<file path="src/common/axi_arb_settings.svh">
`ifndef AXI_ARB_SETTINGS_SVH
`define AXI_ARB_SETTINGS_SVH

`define AXI_ADDR_W 32
`define AXI_DATA_W 32
`define AXI_STRB_W 4  // One strobe per data byte

// Address windows, both ends inclusive
`define SRAM_BASE 32'h8000_0000
`define SRAM_LAST 32'h87ff_ffff

`define UART_BASE 32'ha000_0000
`define UART_LAST 32'ha000_0007  // Data at 0, status at 4

`endif
</file>
<file path="src/common/axi_arb_pkg.sv">
`default_nettype none

package axi_arb_pkg;

    typedef enum logic [1:0] {
        OWNER_NONE   = 2'd0,
        OWNER_IFU    = 2'd1,
        OWNER_LSU_RD = 2'd2,
        OWNER_LSU_WR = 2'd3
    } owner_t;

    typedef enum logic [1:0] {
        TGT_SRAM = 2'd0,
        TGT_UART = 2'd1,
        TGT_ERR  = 2'd2  // Answered inside the arbiter
    } target_t;

    typedef enum logic [1:0] {
        RESP_OKAY   = 2'b00,
        RESP_SLVERR = 2'b10,
        RESP_DECERR = 2'b11
    } resp_t;

endpackage

`default_nettype wire

</file>
<file path="src/logic/axi_arb_top.sv">
`timescale 1ns/1ps
`default_nettype none
`include "axi_arb_settings.svh"

module axi_arb_top (
    input  logic                   clk,
    input  logic                   reset,
    input  logic [`AXI_ADDR_W-1:0] ifu_araddr,
    input  logic                   ifu_arvalid,
    output logic                   ifu_arready,
    output logic [`AXI_DATA_W-1:0] ifu_rdata,
    output logic [1:0]             ifu_rresp,
    output logic                   ifu_rvalid,
    input  logic                   ifu_rready,
    input  logic [`AXI_ADDR_W-1:0] lsu_araddr,
    input  logic                   lsu_arvalid,
    output logic                   lsu_arready,
    output logic [`AXI_DATA_W-1:0] lsu_rdata,
    output logic [1:0]             lsu_rresp,
    output logic                   lsu_rvalid,
    input  logic                   lsu_rready,
    input  logic [`AXI_ADDR_W-1:0] lsu_awaddr,
    input  logic                   lsu_awvalid,
    output logic                   lsu_awready,
    input  logic [`AXI_DATA_W-1:0] lsu_wdata,
    input  logic [`AXI_STRB_W-1:0] lsu_wstrb,
    input  logic                   lsu_wvalid,
    output logic                   lsu_wready,
    output logic [1:0]             lsu_bresp,
    output logic                   lsu_bvalid,
    input  logic                   lsu_bready,
    output logic [`AXI_ADDR_W-1:0] sram_araddr,
    output logic                   sram_arvalid,
    input  logic                   sram_arready,
    input  logic [`AXI_DATA_W-1:0] sram_rdata,
    input  logic [1:0]             sram_rresp,
    input  logic                   sram_rvalid,
    output logic                   sram_rready,
    output logic [`AXI_ADDR_W-1:0] sram_awaddr,
    output logic                   sram_awvalid,
    input  logic                   sram_awready,
    output logic [`AXI_DATA_W-1:0] sram_wdata,
    output logic [`AXI_STRB_W-1:0] sram_wstrb,
    output logic                   sram_wvalid,
    input  logic                   sram_wready,
    input  logic [1:0]             sram_bresp,
    input  logic                   sram_bvalid,
    output logic                   sram_bready,
    output logic [`AXI_ADDR_W-1:0] uart_araddr,
    output logic                   uart_arvalid,
    input  logic                   uart_arready,
    input  logic [`AXI_DATA_W-1:0] uart_rdata,
    input  logic [1:0]             uart_rresp,
    input  logic                   uart_rvalid,
    output logic                   uart_rready,
    output logic [`AXI_ADDR_W-1:0] uart_awaddr,
    output logic                   uart_awvalid,
    input  logic                   uart_awready,
    output logic [`AXI_DATA_W-1:0] uart_wdata,
    output logic [`AXI_STRB_W-1:0] uart_wstrb,
    output logic                   uart_wvalid,
    input  logic                   uart_wready,
    input  logic [1:0]             uart_bresp,
    input  logic                   uart_bvalid,
    output logic                   uart_bready
);
    import axi_arb_pkg::*;

    owner_t  owner;
    target_t target;
    logic    read_done;
    logic    write_done;

    // Ports match by name throughout
    grant_fsm grant_fsm_i (.*);

    read_router read_router_i (.*);

    write_router write_router_i (.*);

endmodule

`default_nettype wire

</file>
<file path="src/router/write_router.sv">
`timescale 1ns/1ps
`default_nettype none
`include "axi_arb_settings.svh"

module write_router (
    input  logic                   clk,
    input  logic                   reset,
    input  axi_arb_pkg::owner_t    owner,
    input  axi_arb_pkg::target_t   target,
    input  logic [`AXI_ADDR_W-1:0] lsu_awaddr,
    input  logic                   lsu_awvalid,
    input  logic [`AXI_DATA_W-1:0] lsu_wdata,
    input  logic [`AXI_STRB_W-1:0] lsu_wstrb,
    input  logic                   lsu_wvalid,
    input  logic                   lsu_bready,
    input  logic                   sram_awready,
    input  logic                   sram_wready,
    input  logic [1:0]             sram_bresp,
    input  logic                   sram_bvalid,
    input  logic                   uart_awready,
    input  logic                   uart_wready,
    input  logic [1:0]             uart_bresp,
    input  logic                   uart_bvalid,
    output logic                   lsu_awready,
    output logic                   lsu_wready,
    output logic [1:0]             lsu_bresp,
    output logic                   lsu_bvalid,
    output logic [`AXI_ADDR_W-1:0] sram_awaddr,
    output logic                   sram_awvalid,
    output logic [`AXI_DATA_W-1:0] sram_wdata,
    output logic [`AXI_STRB_W-1:0] sram_wstrb,
    output logic                   sram_wvalid,
    output logic                   sram_bready,
    output logic [`AXI_ADDR_W-1:0] uart_awaddr,
    output logic                   uart_awvalid,
    output logic [`AXI_DATA_W-1:0] uart_wdata,
    output logic [`AXI_STRB_W-1:0] uart_wstrb,
    output logic                   uart_wvalid,
    output logic                   uart_bready,
    output logic                   write_done
);
    import axi_arb_pkg::*;

    logic       sel_wr;
    logic       sel_sram;
    logic       sel_uart;
    logic       sel_err;
    logic       m_awready;
    logic       m_wready;
    logic [1:0] m_bresp;
    logic       m_bvalid;
    logic       err_aw_taken;
    logic       err_w_taken;

    assign sel_wr   = (owner == OWNER_LSU_WR);
    assign sel_sram = sel_wr && (target == TGT_SRAM);
    assign sel_uart = sel_wr && (target == TGT_UART);
    assign sel_err  = sel_wr && (target == TGT_ERR);

    assign sram_awaddr  = sel_sram ? lsu_awaddr : '0;
    assign sram_awvalid = sel_sram & lsu_awvalid;
    assign sram_wdata   = sel_sram ? lsu_wdata : '0;
    assign sram_wstrb   = sel_sram ? lsu_wstrb : '0;
    assign sram_wvalid  = sel_sram & lsu_wvalid;
    assign sram_bready  = sel_sram & lsu_bready;

    assign uart_awaddr  = sel_uart ? lsu_awaddr : '0;
    assign uart_awvalid = sel_uart & lsu_awvalid;
    assign uart_wdata   = sel_uart ? lsu_wdata : '0;
    assign uart_wstrb   = sel_uart ? lsu_wstrb : '0;
    assign uart_wvalid  = sel_uart & lsu_wvalid;
    assign uart_bready  = sel_uart & lsu_bready;

    always_comb begin
        case (target)
            TGT_SRAM: begin
                m_awready = sram_awready;
                m_wready  = sram_wready;
                m_bresp   = sram_bresp;
                m_bvalid  = sram_bvalid;
            end
            TGT_UART: begin
                m_awready = uart_awready;
                m_wready  = uart_wready;
                m_bresp   = uart_bresp;
                m_bvalid  = uart_bvalid;
            end
            default: begin
                m_awready = !err_aw_taken;  // AW and W each taken once
                m_wready  = !err_w_taken;
                m_bresp   = RESP_DECERR;
                m_bvalid  = err_aw_taken & err_w_taken;
            end
        endcase
    end

    assign lsu_awready = sel_wr & m_awready;
    assign lsu_wready  = sel_wr & m_wready;
    assign lsu_bresp   = sel_wr ? m_bresp : 2'b00;
    assign lsu_bvalid  = sel_wr & m_bvalid;

    assign write_done = lsu_bvalid & lsu_bready;

    always_ff @(posedge clk) begin
        if (reset) begin
            err_aw_taken <= 1'b0;
            err_w_taken  <= 1'b0;
        end else if (write_done) begin
            err_aw_taken <= 1'b0;
            err_w_taken  <= 1'b0;
        end else begin
            if (sel_err && lsu_awvalid && lsu_awready) begin
                err_aw_taken <= 1'b1;
            end
            if (sel_err && lsu_wvalid && lsu_wready) begin
                err_w_taken <= 1'b1;
            end
        end
    end

    // DECERR state only inside an unmapped write grant
    a_err_state: assert property (@(posedge clk) disable iff (reset)
        (err_aw_taken || err_w_taken) |-> sel_err);

endmodule

`default_nettype wire

</file>
<file path="src/router/read_router.sv">
`timescale 1ns/1ps
`default_nettype none
`include "axi_arb_settings.svh"

module read_router (
    input  logic                   clk,
    input  logic                   reset,
    input  axi_arb_pkg::owner_t    owner,
    input  axi_arb_pkg::target_t   target,
    input  logic [`AXI_ADDR_W-1:0] ifu_araddr,
    input  logic                   ifu_arvalid,
    input  logic                   ifu_rready,
    input  logic [`AXI_ADDR_W-1:0] lsu_araddr,
    input  logic                   lsu_arvalid,
    input  logic                   lsu_rready,
    input  logic                   sram_arready,
    input  logic [`AXI_DATA_W-1:0] sram_rdata,
    input  logic [1:0]             sram_rresp,
    input  logic                   sram_rvalid,
    input  logic                   uart_arready,
    input  logic [`AXI_DATA_W-1:0] uart_rdata,
    input  logic [1:0]             uart_rresp,
    input  logic                   uart_rvalid,
    output logic                   ifu_arready,
    output logic [`AXI_DATA_W-1:0] ifu_rdata,
    output logic [1:0]             ifu_rresp,
    output logic                   ifu_rvalid,
    output logic                   lsu_arready,
    output logic [`AXI_DATA_W-1:0] lsu_rdata,
    output logic [1:0]             lsu_rresp,
    output logic                   lsu_rvalid,
    output logic [`AXI_ADDR_W-1:0] sram_araddr,
    output logic                   sram_arvalid,
    output logic                   sram_rready,
    output logic [`AXI_ADDR_W-1:0] uart_araddr,
    output logic                   uart_arvalid,
    output logic                   uart_rready,
    output logic                   read_done
);
    import axi_arb_pkg::*;

    logic                   sel_ifu;
    logic                   sel_lsu;
    logic                   sel_sram;
    logic                   sel_uart;
    logic [`AXI_ADDR_W-1:0] m_araddr;
    logic                   m_arvalid;
    logic                   m_arready;
    logic [`AXI_DATA_W-1:0] m_rdata;
    logic [1:0]             m_rresp;
    logic                   m_rvalid;
    logic                   m_rready;
    logic                   err_ar_taken;  // DECERR responder holds R

    assign sel_ifu  = (owner == OWNER_IFU);
    assign sel_lsu  = (owner == OWNER_LSU_RD);
    assign sel_sram = (sel_ifu | sel_lsu) && (target == TGT_SRAM);
    assign sel_uart = (sel_ifu | sel_lsu) && (target == TGT_UART);

    assign m_araddr  = sel_ifu ? ifu_araddr : lsu_araddr;
    assign m_arvalid = (sel_ifu & ifu_arvalid) | (sel_lsu & lsu_arvalid);
    assign m_rready  = (sel_ifu & ifu_rready) | (sel_lsu & lsu_rready);

    assign sram_araddr  = sel_sram ? m_araddr : '0;
    assign sram_arvalid = sel_sram & m_arvalid;
    assign sram_rready  = sel_sram & m_rready;
    assign uart_araddr  = sel_uart ? m_araddr : '0;
    assign uart_arvalid = sel_uart & m_arvalid;
    assign uart_rready  = sel_uart & m_rready;

    always_comb begin
        case (target)
            TGT_SRAM: begin
                m_arready = sram_arready;
                m_rdata   = sram_rdata;
                m_rresp   = sram_rresp;
                m_rvalid  = sram_rvalid;
            end
            TGT_UART: begin
                m_arready = uart_arready;
                m_rdata   = uart_rdata;
                m_rresp   = uart_rresp;
                m_rvalid  = uart_rvalid;
            end
            default: begin
                m_arready = !err_ar_taken;  // Take AR once
                m_rdata   = '0;
                m_rresp   = RESP_DECERR;
                m_rvalid  = err_ar_taken;
            end
        endcase
    end

    assign ifu_arready = sel_ifu & m_arready;
    assign ifu_rdata   = sel_ifu ? m_rdata : '0;
    assign ifu_rresp   = sel_ifu ? m_rresp : 2'b00;
    assign ifu_rvalid  = sel_ifu & m_rvalid;
    assign lsu_arready = sel_lsu & m_arready;
    assign lsu_rdata   = sel_lsu ? m_rdata : '0;
    assign lsu_rresp   = sel_lsu ? m_rresp : 2'b00;
    assign lsu_rvalid  = sel_lsu & m_rvalid;

    assign read_done = m_rvalid & m_rready;

    always_ff @(posedge clk) begin
        if (reset) begin
            err_ar_taken <= 1'b0;
        end else if (read_done) begin
            err_ar_taken <= 1'b0;
        end else if (target == TGT_ERR && m_arvalid && m_arready) begin
            err_ar_taken <= 1'b1;
        end
    end

    // Forwarded AR stays up until taken
    a_ar_hold: assert property (@(posedge clk) disable iff (reset)
        (m_arvalid && !m_arready) |=> m_arvalid);

    // DECERR state only inside an unmapped read grant
    a_err_state: assert property (@(posedge clk) disable iff (reset)
        err_ar_taken |-> ((sel_ifu || sel_lsu) && target == TGT_ERR));

endmodule

`default_nettype wire

</file>
<file path="src/arbiter/grant_fsm.sv">
`timescale 1ns/1ps
`default_nettype none
`include "axi_arb_settings.svh"

module grant_fsm (
    input  logic                   clk,
    input  logic                   reset,
    input  logic [`AXI_ADDR_W-1:0] ifu_araddr,
    input  logic                   ifu_arvalid,
    input  logic [`AXI_ADDR_W-1:0] lsu_araddr,
    input  logic                   lsu_arvalid,
    input  logic [`AXI_ADDR_W-1:0] lsu_awaddr,
    input  logic                   lsu_awvalid,
    input  logic                   read_done,
    input  logic                   write_done,
    output axi_arb_pkg::owner_t    owner,
    output axi_arb_pkg::target_t   target
);
    import axi_arb_pkg::*;

    owner_t  owner_next;
    target_t target_next;
    logic    owner_done;

    function automatic target_t decode(input logic [`AXI_ADDR_W-1:0] addr);
        if (addr >= `SRAM_BASE && addr <= `SRAM_LAST) begin
            return TGT_SRAM;
        end else if (addr >= `UART_BASE && addr <= `UART_LAST) begin
            return TGT_UART;
        end
        return TGT_ERR;
    endfunction

    always_comb begin
        case (owner)
            OWNER_IFU, OWNER_LSU_RD: owner_done = read_done;
            OWNER_LSU_WR:            owner_done = write_done;
            default:                 owner_done = 1'b0;
        endcase
    end

    // Fixed priority with one decode at grant
    always_comb begin
        owner_next  = owner;
        target_next = target;
        if (owner == OWNER_NONE) begin
            if (lsu_awvalid) begin
                owner_next  = OWNER_LSU_WR;
                target_next = decode(lsu_awaddr);
            end else if (lsu_arvalid) begin
                owner_next  = OWNER_LSU_RD;
                target_next = decode(lsu_araddr);
            end else if (ifu_arvalid) begin
                owner_next  = OWNER_IFU;
                target_next = decode(ifu_araddr);
            end
        end else if (owner_done) begin
            owner_next = OWNER_NONE;  // Target kept until next grant
        end
    end

    always_ff @(posedge clk) begin
        if (reset) begin
            owner  <= OWNER_NONE;
            target <= TGT_ERR;
        end else begin
            owner  <= owner_next;
            target <= target_next;
        end
    end

    // Done only from the current owner
    a_done_owner: assert property (@(posedge clk) disable iff (reset)
        (read_done || write_done) |-> owner_done);

    // Pending write address still decodes to the registered target
    a_target_match: assert property (@(posedge clk) disable iff (reset)
        (owner == OWNER_LSU_WR && lsu_awvalid) |-> (target == decode(lsu_awaddr)));

endmodule

`default_nettype wire

</file>
<file path="config.mk">
export PLATFORM = sky130hd
export DESIGN_NAME = axi_arb_top
export DESIGN_NICKNAME = d
export VERILOG_FILES = /design/src/common/axi_arb_pkg.sv /design/src/logic/axi_arb_top.sv /design/src/router/write_router.sv /design/src/router/read_router.sv /design/src/arbiter/grant_fsm.sv
export VERILOG_INCLUDE_DIRS = /design/src /design/src/common
export SDC_FILE = /design/constraint.sdc
export NUM_CORES = 1
export LEC_CHECK = 0
export BUFFER_PORTS_ARGS = -buffer_cell sky130_fd_sc_hd__buf_2
export CORE_AREA = 5 5 192 194
export DETAILED_ROUTE_END_ITERATION = 16
export DIE_AREA = 0 0 197 199
export SLEW_MARGIN = 20
export SYNTH_ARGS = -nofsm -noshare
export SYNTH_HDL_FRONTEND = slang
export SYNTH_SLANG_ARGS = --single-unit
</file>
<file path="constraint.sdc">
create_clock -name clk -period 1.96 [get_ports clk]
set_input_delay 0.392 -clock clk [delete_from_list [all_inputs] [get_ports clk]]
set_output_delay 0.392 -clock clk [all_outputs]
set_load 0.01 [all_outputs]
</file>
; ---- Word-level counts from Yosys, hierarchy flattened
; Index checks and enable logic that the tools add are counted.
[classes]
order_cmp = 12
n_eq_ne = 6
shifts = 0
mul = 0
muxes = 55
bitwise = 27
n_addsub = 0
n_reduce_logical = 29
div_mod_pow = 0
[ops]
columns = cell, n
row1 = 32-bit two-way mux, 9
row2 = "32-bit greater-or-equal comparator, second input constant", 6
row3 = "32-bit <= comparator, second input constant", 6
row4 = 32-bit case mux with 2 select lines, 1
row5 = 2-bit two-way mux, 20
row6 = 1-bit AND, 24
row7 = 1-bit logical AND, 17
row8 = 1-bit two-way mux, 15
row9 = 1-bit case mux with 2 select lines, 6
row10 = 4-bit two-way mux, 2
row11 = 2-bit case mux with 2 select lines, 2
row12 = "2-bit == test, second input constant", 3
row13 = 2-bit OR reduction, 3
row14 = "2-bit by 1-bit == test with 1-bit output, second input constant", 2
row15 = 2-bit zero test, 2
row16 = "4-bit inequality test, second input constant", 1
row17 = 2-bit AND reduction, 2
row18 = 1-bit zero test, 3
row19 = 1-bit bitwise OR, 3
row20 = 3-bit nonzero test, 1
row21 = 2-bit nonzero test, 1
[totals]
regBits = 7
inputBits = 223
elab_cells = 134
rom_bits = 0
ram_bits = 0
latchBits = 0
output_inout_bits = 287
n_memories = 0

; ---- Longest topological paths before layout
[logic_depth]
ltp_word = 12
ltp_mapped = 7
mapped_depth_nobuf = 6

; ---- Cells and area by module
; Synthesis repeated with hierarchy kept, for this count alone.
[hier_totals]
hier_cells = 501
hier_area_um2 = 3330.7
[by_module_without_submodules]
columns = mod, cells_per_inst, seq_area_each_um2, area_per_inst_um2, n_inst
row1 = read_router, 251, 20.0, 1551.5, 1
row2 = write_router, 184, 40.0, 1267.5, 1
row3 = grant_fsm, 66, 80.1, 511.7, 1

; ---- Worst setup path after synthesis
; Ideal clock, no wire load.
[synth_timing]
kind = register to output
from = register grant_fsm_i.owner[0]
to = output sram_araddr[10]
setup_slack_ns = -0.027
path_buffers = 2
stages_incl_launch_ff = 8
arrival_ns = 1.595
cell_sequence = dfxtp_1 > inv_1 > ha_1 > inv_1 > or3_1 > clkbuf_1 > clkbuf_1 > nor2_1
[synth_between]
elab_chain_cells = 4
word_cells_on_any_way = 6
cone_classes = eq/ne (2) / mux (2) / bitwise (1) / reduce/logical (1)
[synth_rtl]
columns = element, line_no
row1 = start: declaration, grant_fsm.sv:16  ; output axi_arb_pkg::owner_t owner,
row2 = start signal: assignment, grant_fsm.sv:67  ; owner <= owner_next;
row3 = 2-bit by 1-bit == test with 1-bit output / 2-bit == test (equally long branches), "read_router.sv:55, read_router.sv:56"
row4 = 1-bit bitwise OR, read_router.sv:57  ; assign sel_sram = (sel_ifu | sel_lsu) && (target == TGT_SRAM);
row5 = 1-bit logical AND, read_router.sv:57
row6 = 32-bit two-way mux *, read_router.sv:64  ; assign sram_araddr = sel_sram ? m_araddr : '0;
row7 = end: declaration, axi_arb_top.sv:32  ; output logic [`AXI_ADDR_W-1:0] sram_araddr,
; Mark *: on every way between the ends. The rest lies on a longest branch, timed or not.

; ---- Worst setup path after layout
[layout_timing]
from = register grant_fsm_i.owner[1]
to = output sram_araddr[29]
; The elaborated chain is that of the path after synthesis.

==> results.sh <==
export IMPL_drcViolationCount=0
export IMPL_grt_use_met3_pct=2.13
export IMPL_diodes=0
export IMPL_path_class="reg2out"
export IMPL_ir_drop_v=0.000392
export IMPL_pwr_density_cell_mw_per_mm2=564
export IMPL_grt_most_used_layer="met2"
export IMPL_maxCapViolations=0
export IMPL_drt_total_wl_um=27500
export IMPL_synth_edf_count=0
export IMPL_cts_buffer_depth=2
export IMPL_ys_warn_count=0
export IMPL_dp_hpwl_um=20000
export IMPL_clock_sinks=7
export IMPL_synthXorXnorAreaFrac_pct=0
export IMPL_synth_top_cell_area_share_pct=28.0
export IMPL_synth_compound_area_share_pct=7.54
export IMPL_worst_slew_pin_slew_ps=381
export IMPL_synth_fa_ha_area_share_pct=1.55
export IMPL_dieHeight_um=199
export IMPL_syn_inst=507
export IMPL_min_period_ps=2230
export IMPL_path_clk_slew_ps=50
export IMPL_grt_overflow=0
export IMPL_synth_distinct_cells=51
export IMPL_power_leakage_nw=4.61
export IMPL_synth_seq_cells=7
export IMPL_fin_crit_sh_pct=114
export IMPL_synth_simple_area_share_pct=58.3
export IMPL_grt_first_pass_wirelength_um=34600
export IMPL_drtAntennaViolNets=0
export IMPL_wl_per_cell_um=17.9
export IMPL_relSlewSlack_pct=73.9
export IMPL_syn_nets=734
export IMPL_synth_area_leader_cell="and2_1"
export IMPL_antenna_found_initial=1
export IMPL_endpoint="sram_araddr[29]"
export IMPL_hold_buffers=0
export IMPL_ioPinCount=510
export IMPL_grt_use_met1_pct=15.0
export IMPL_cp_data_arrival_time_ps=1840
export IMPL_synth_async_sr_flop_share_pct=0
export IMPL_startpoint_type="flop"
export IMPL_insertion_delay_ps=240
export IMPL_initial_utilization_pct=9.19
export IMPL_crit_start="grant_fsm_i.owner[1]"
export IMPL_yosysSeqAreaShare_pct=4.35
export IMPL_r2r_slack_ps=-70
export IMPL_final_net_count=1304
export IMPL_core_rowCount=69
export IMPL_use_met2_pct=19.4
export IMPL_synth_cell_area_sq_mm=0.00322
export IMPL_worstPathRequired_ps=1570
export IMPL_syn_avg_cell_area_sq_um=6.35
export IMPL_num_vias=6009
export IMPL_path_max_fanout=6
export IMPL_muxShareOfSynthArea_pct=22.0
export IMPL_dr_pass1_iters=5
export IMPL_drive_gt1_share_pct=69.6
export IMPL_areaGrowthSynthToFinish_pct=172
export IMPL_max_freq_mhz=449
export IMPL_reg2reg_depth=7
export IMPL_synth_top_family_by_area="simple AND/OR/NAND/NOR gates"
export IMPL_postLayoutSetupSlackWorst_ps=-268
export IMPL_grt_pass1_vias=5673
export IMPL_synthTopCellsByCount="nor2_1 (146), and2_1 (144), mux2i_1 (65)"
export IMPL_synth_flop_cell="dfxtp_1"
export IMPL_finClkSkew_ps=10.9
export IMPL_total_power_mw=4.94
export IMPL_die_x_um=197
export IMPL_core_area_sq_mm=0.0351
export IMPL_fin_setup_tns_ps=-37510
export IMPL_vias_per_cell=3.91
export IMPL_cts_buffers=3
export IMPL_finalHoldViolations=0
export IMPL_fp_dieArea_sq_mm=0.0392
export IMPL_drt_iter0_markers=259
export IMPL_synthMostInstantiatedCell="nor2_1"
export IMPL_clock_tree_root_cell="clkbuf_16"
export IMPL_setup_viol=250
export IMPL_cts_tree="built"
export IMPL_cp_end_kind="primary output"
export IMPL_ys_top_cells_by_area="and2_1 (28%), mux2i_1 (20%), nor2_1 (17%), dfxtp_1 (4.4%), clkbuf_1 (3.4%)"
export IMPL_violations="setup timing"
export IMPL_r2r_end="grant_fsm_i.owner[1]"
export IMPL_gp_congestion=0.881
export IMPL_slew_viol_final=0
export IMPL_h_tree_depth=1
export IMPL_grt_start_max_net_pins=36
export IMPL_grt_usage_pct=11.4
export IMPL_r2r_start="grant_fsm_i.target[0]"
export IMPL_hold_class="in2reg"
export IMPL_rsz0062_at_grt="true"
export IMPL_numPortBuffers=509
export IMPL_status="finished with violations"
==> power breakdown <==
group / internal [mW] / switching (mW)
Sequential: 0.198 / 0.0842
Combinational: 2.33 / 1.96
Clock: 0.270 / 0.100
Total: 2.80 / 2.14
==> worst max-delay path, stage by stage (launching register included) <==
cell	delay, ps
dfxtp_2	350
inv_4	50
ha_4	260
inv_2	30
or3_4	360
buf_12	160
buf_16	150
nor2_1	80
buf_2	130
==> sequential cells by signal (all words and copies together) (netlist names) <==
register                     cells
grant_fsm_i.owner                2
grant_fsm_i.target               2
read_router_i.err_ar_taken       1
write_router_i.err_aw_taken      1
write_router_i.err_w_taken       1
==> worst min-delay path by stage <==
stage                                      from                           to  slack, ps  depth (start not counted)
global placement     write_router_i.err_w_taken   write_router_i.err_w_taken        480                          2
CTS                                       reset        grant_fsm_i.target[0]        470                          2
finish                                    reset        grant_fsm_i.target[0]        450                          2
global route                              reset        grant_fsm_i.target[0]        470                          2
floorplan           write_router_i.err_aw_taken  write_router_i.err_aw_taken        460                          2
detailed placement  write_router_i.err_aw_taken  write_router_i.err_aw_taken        500                          2
==> kinds of logic after synthesis <==
logic type      after synthesis
flops                         7
compound gates               30
mux                          70
fa+ha+maj                     4
buf+inv                      47
simple gates                349
==> per-layer routing <==
metal | part of all wire [%] | vias up
met5 | 0.047 | -
li1 | - | 2832
met4 | 2.4 | 2
met2 | 49 | 361
met3 | 8.4 | 40
met1 | 40 | 2774
==> repair_timing <==
action | 4_1_cts | 5_1_grt
hold endpoints to repair | 0 | 0
pin swaps | 3 | 51
setup buffers | 17 | 18
endpoints found under the setup margin | 286 | 286
cloned | 10 | 14
resized for setup | 83 | 174
==> layout by cell type (no fill, tap or decap), types with 2 or more instances in the layout <==
cell	n
buf_4	39
clkbuf_16	13
nor2_2	15
dfxtp_2	3
and2_1	102
mux2_2	4
nor4_1	10
mux2i_1	36
mux2i_4	23
nand4_1	5
a21oi_1	5
buf_12	21
o21a_1	2
nor3_1	6
a211oi_1	4
nand2_1	5
nor3b_1	2
nor2_4	21
buf_2	447
o21ai_1	3
mux2i_2	6
and2_4	42
inv_1	2
buf_16	9
dfxtp_1	3
nor2b_1	11
inv_2	2
a22oi_2	2
buf_6	77
nor4b_1	3
ha_4	4
nor2_1	112
buf_8	4
o211a_1	3
==> through the flow <==
| step | hold slack [ps] | worst slack, ps | util (%) | cell area, sq um | std cells |
|---|---|---|---|---|---|
| floorplan | 460 | -27.0 | - | 3250 | 507 |
| global placement | 479 | -23.8 | 18.8 | 6600 | 1474 |
| detailed placement | 499 | -90.9 | 18.8 | 6600 | 1474 |
| CTS | 471 | -239 | 21.4 | 7510 | 1505 |
| global route | 470 | -324 | 25.0 | 8760 | 1537 |
| finish | 452 | -268 | 25.0 | 8760 | 1537 |
==> layout make-up <==
type                            instances  area, sq um
Fill cell                            3791        26300
Clock buffer                            3         75.1
Multi-Input combinational cell        453         3560
Clock inverter                          1         5.00
Inverter                                5         21.3
Timing Repair Buffer                  607         4380
Tap cell                              461          577
Sequential cell                         7          148
(Power assumes the default switching activity.)
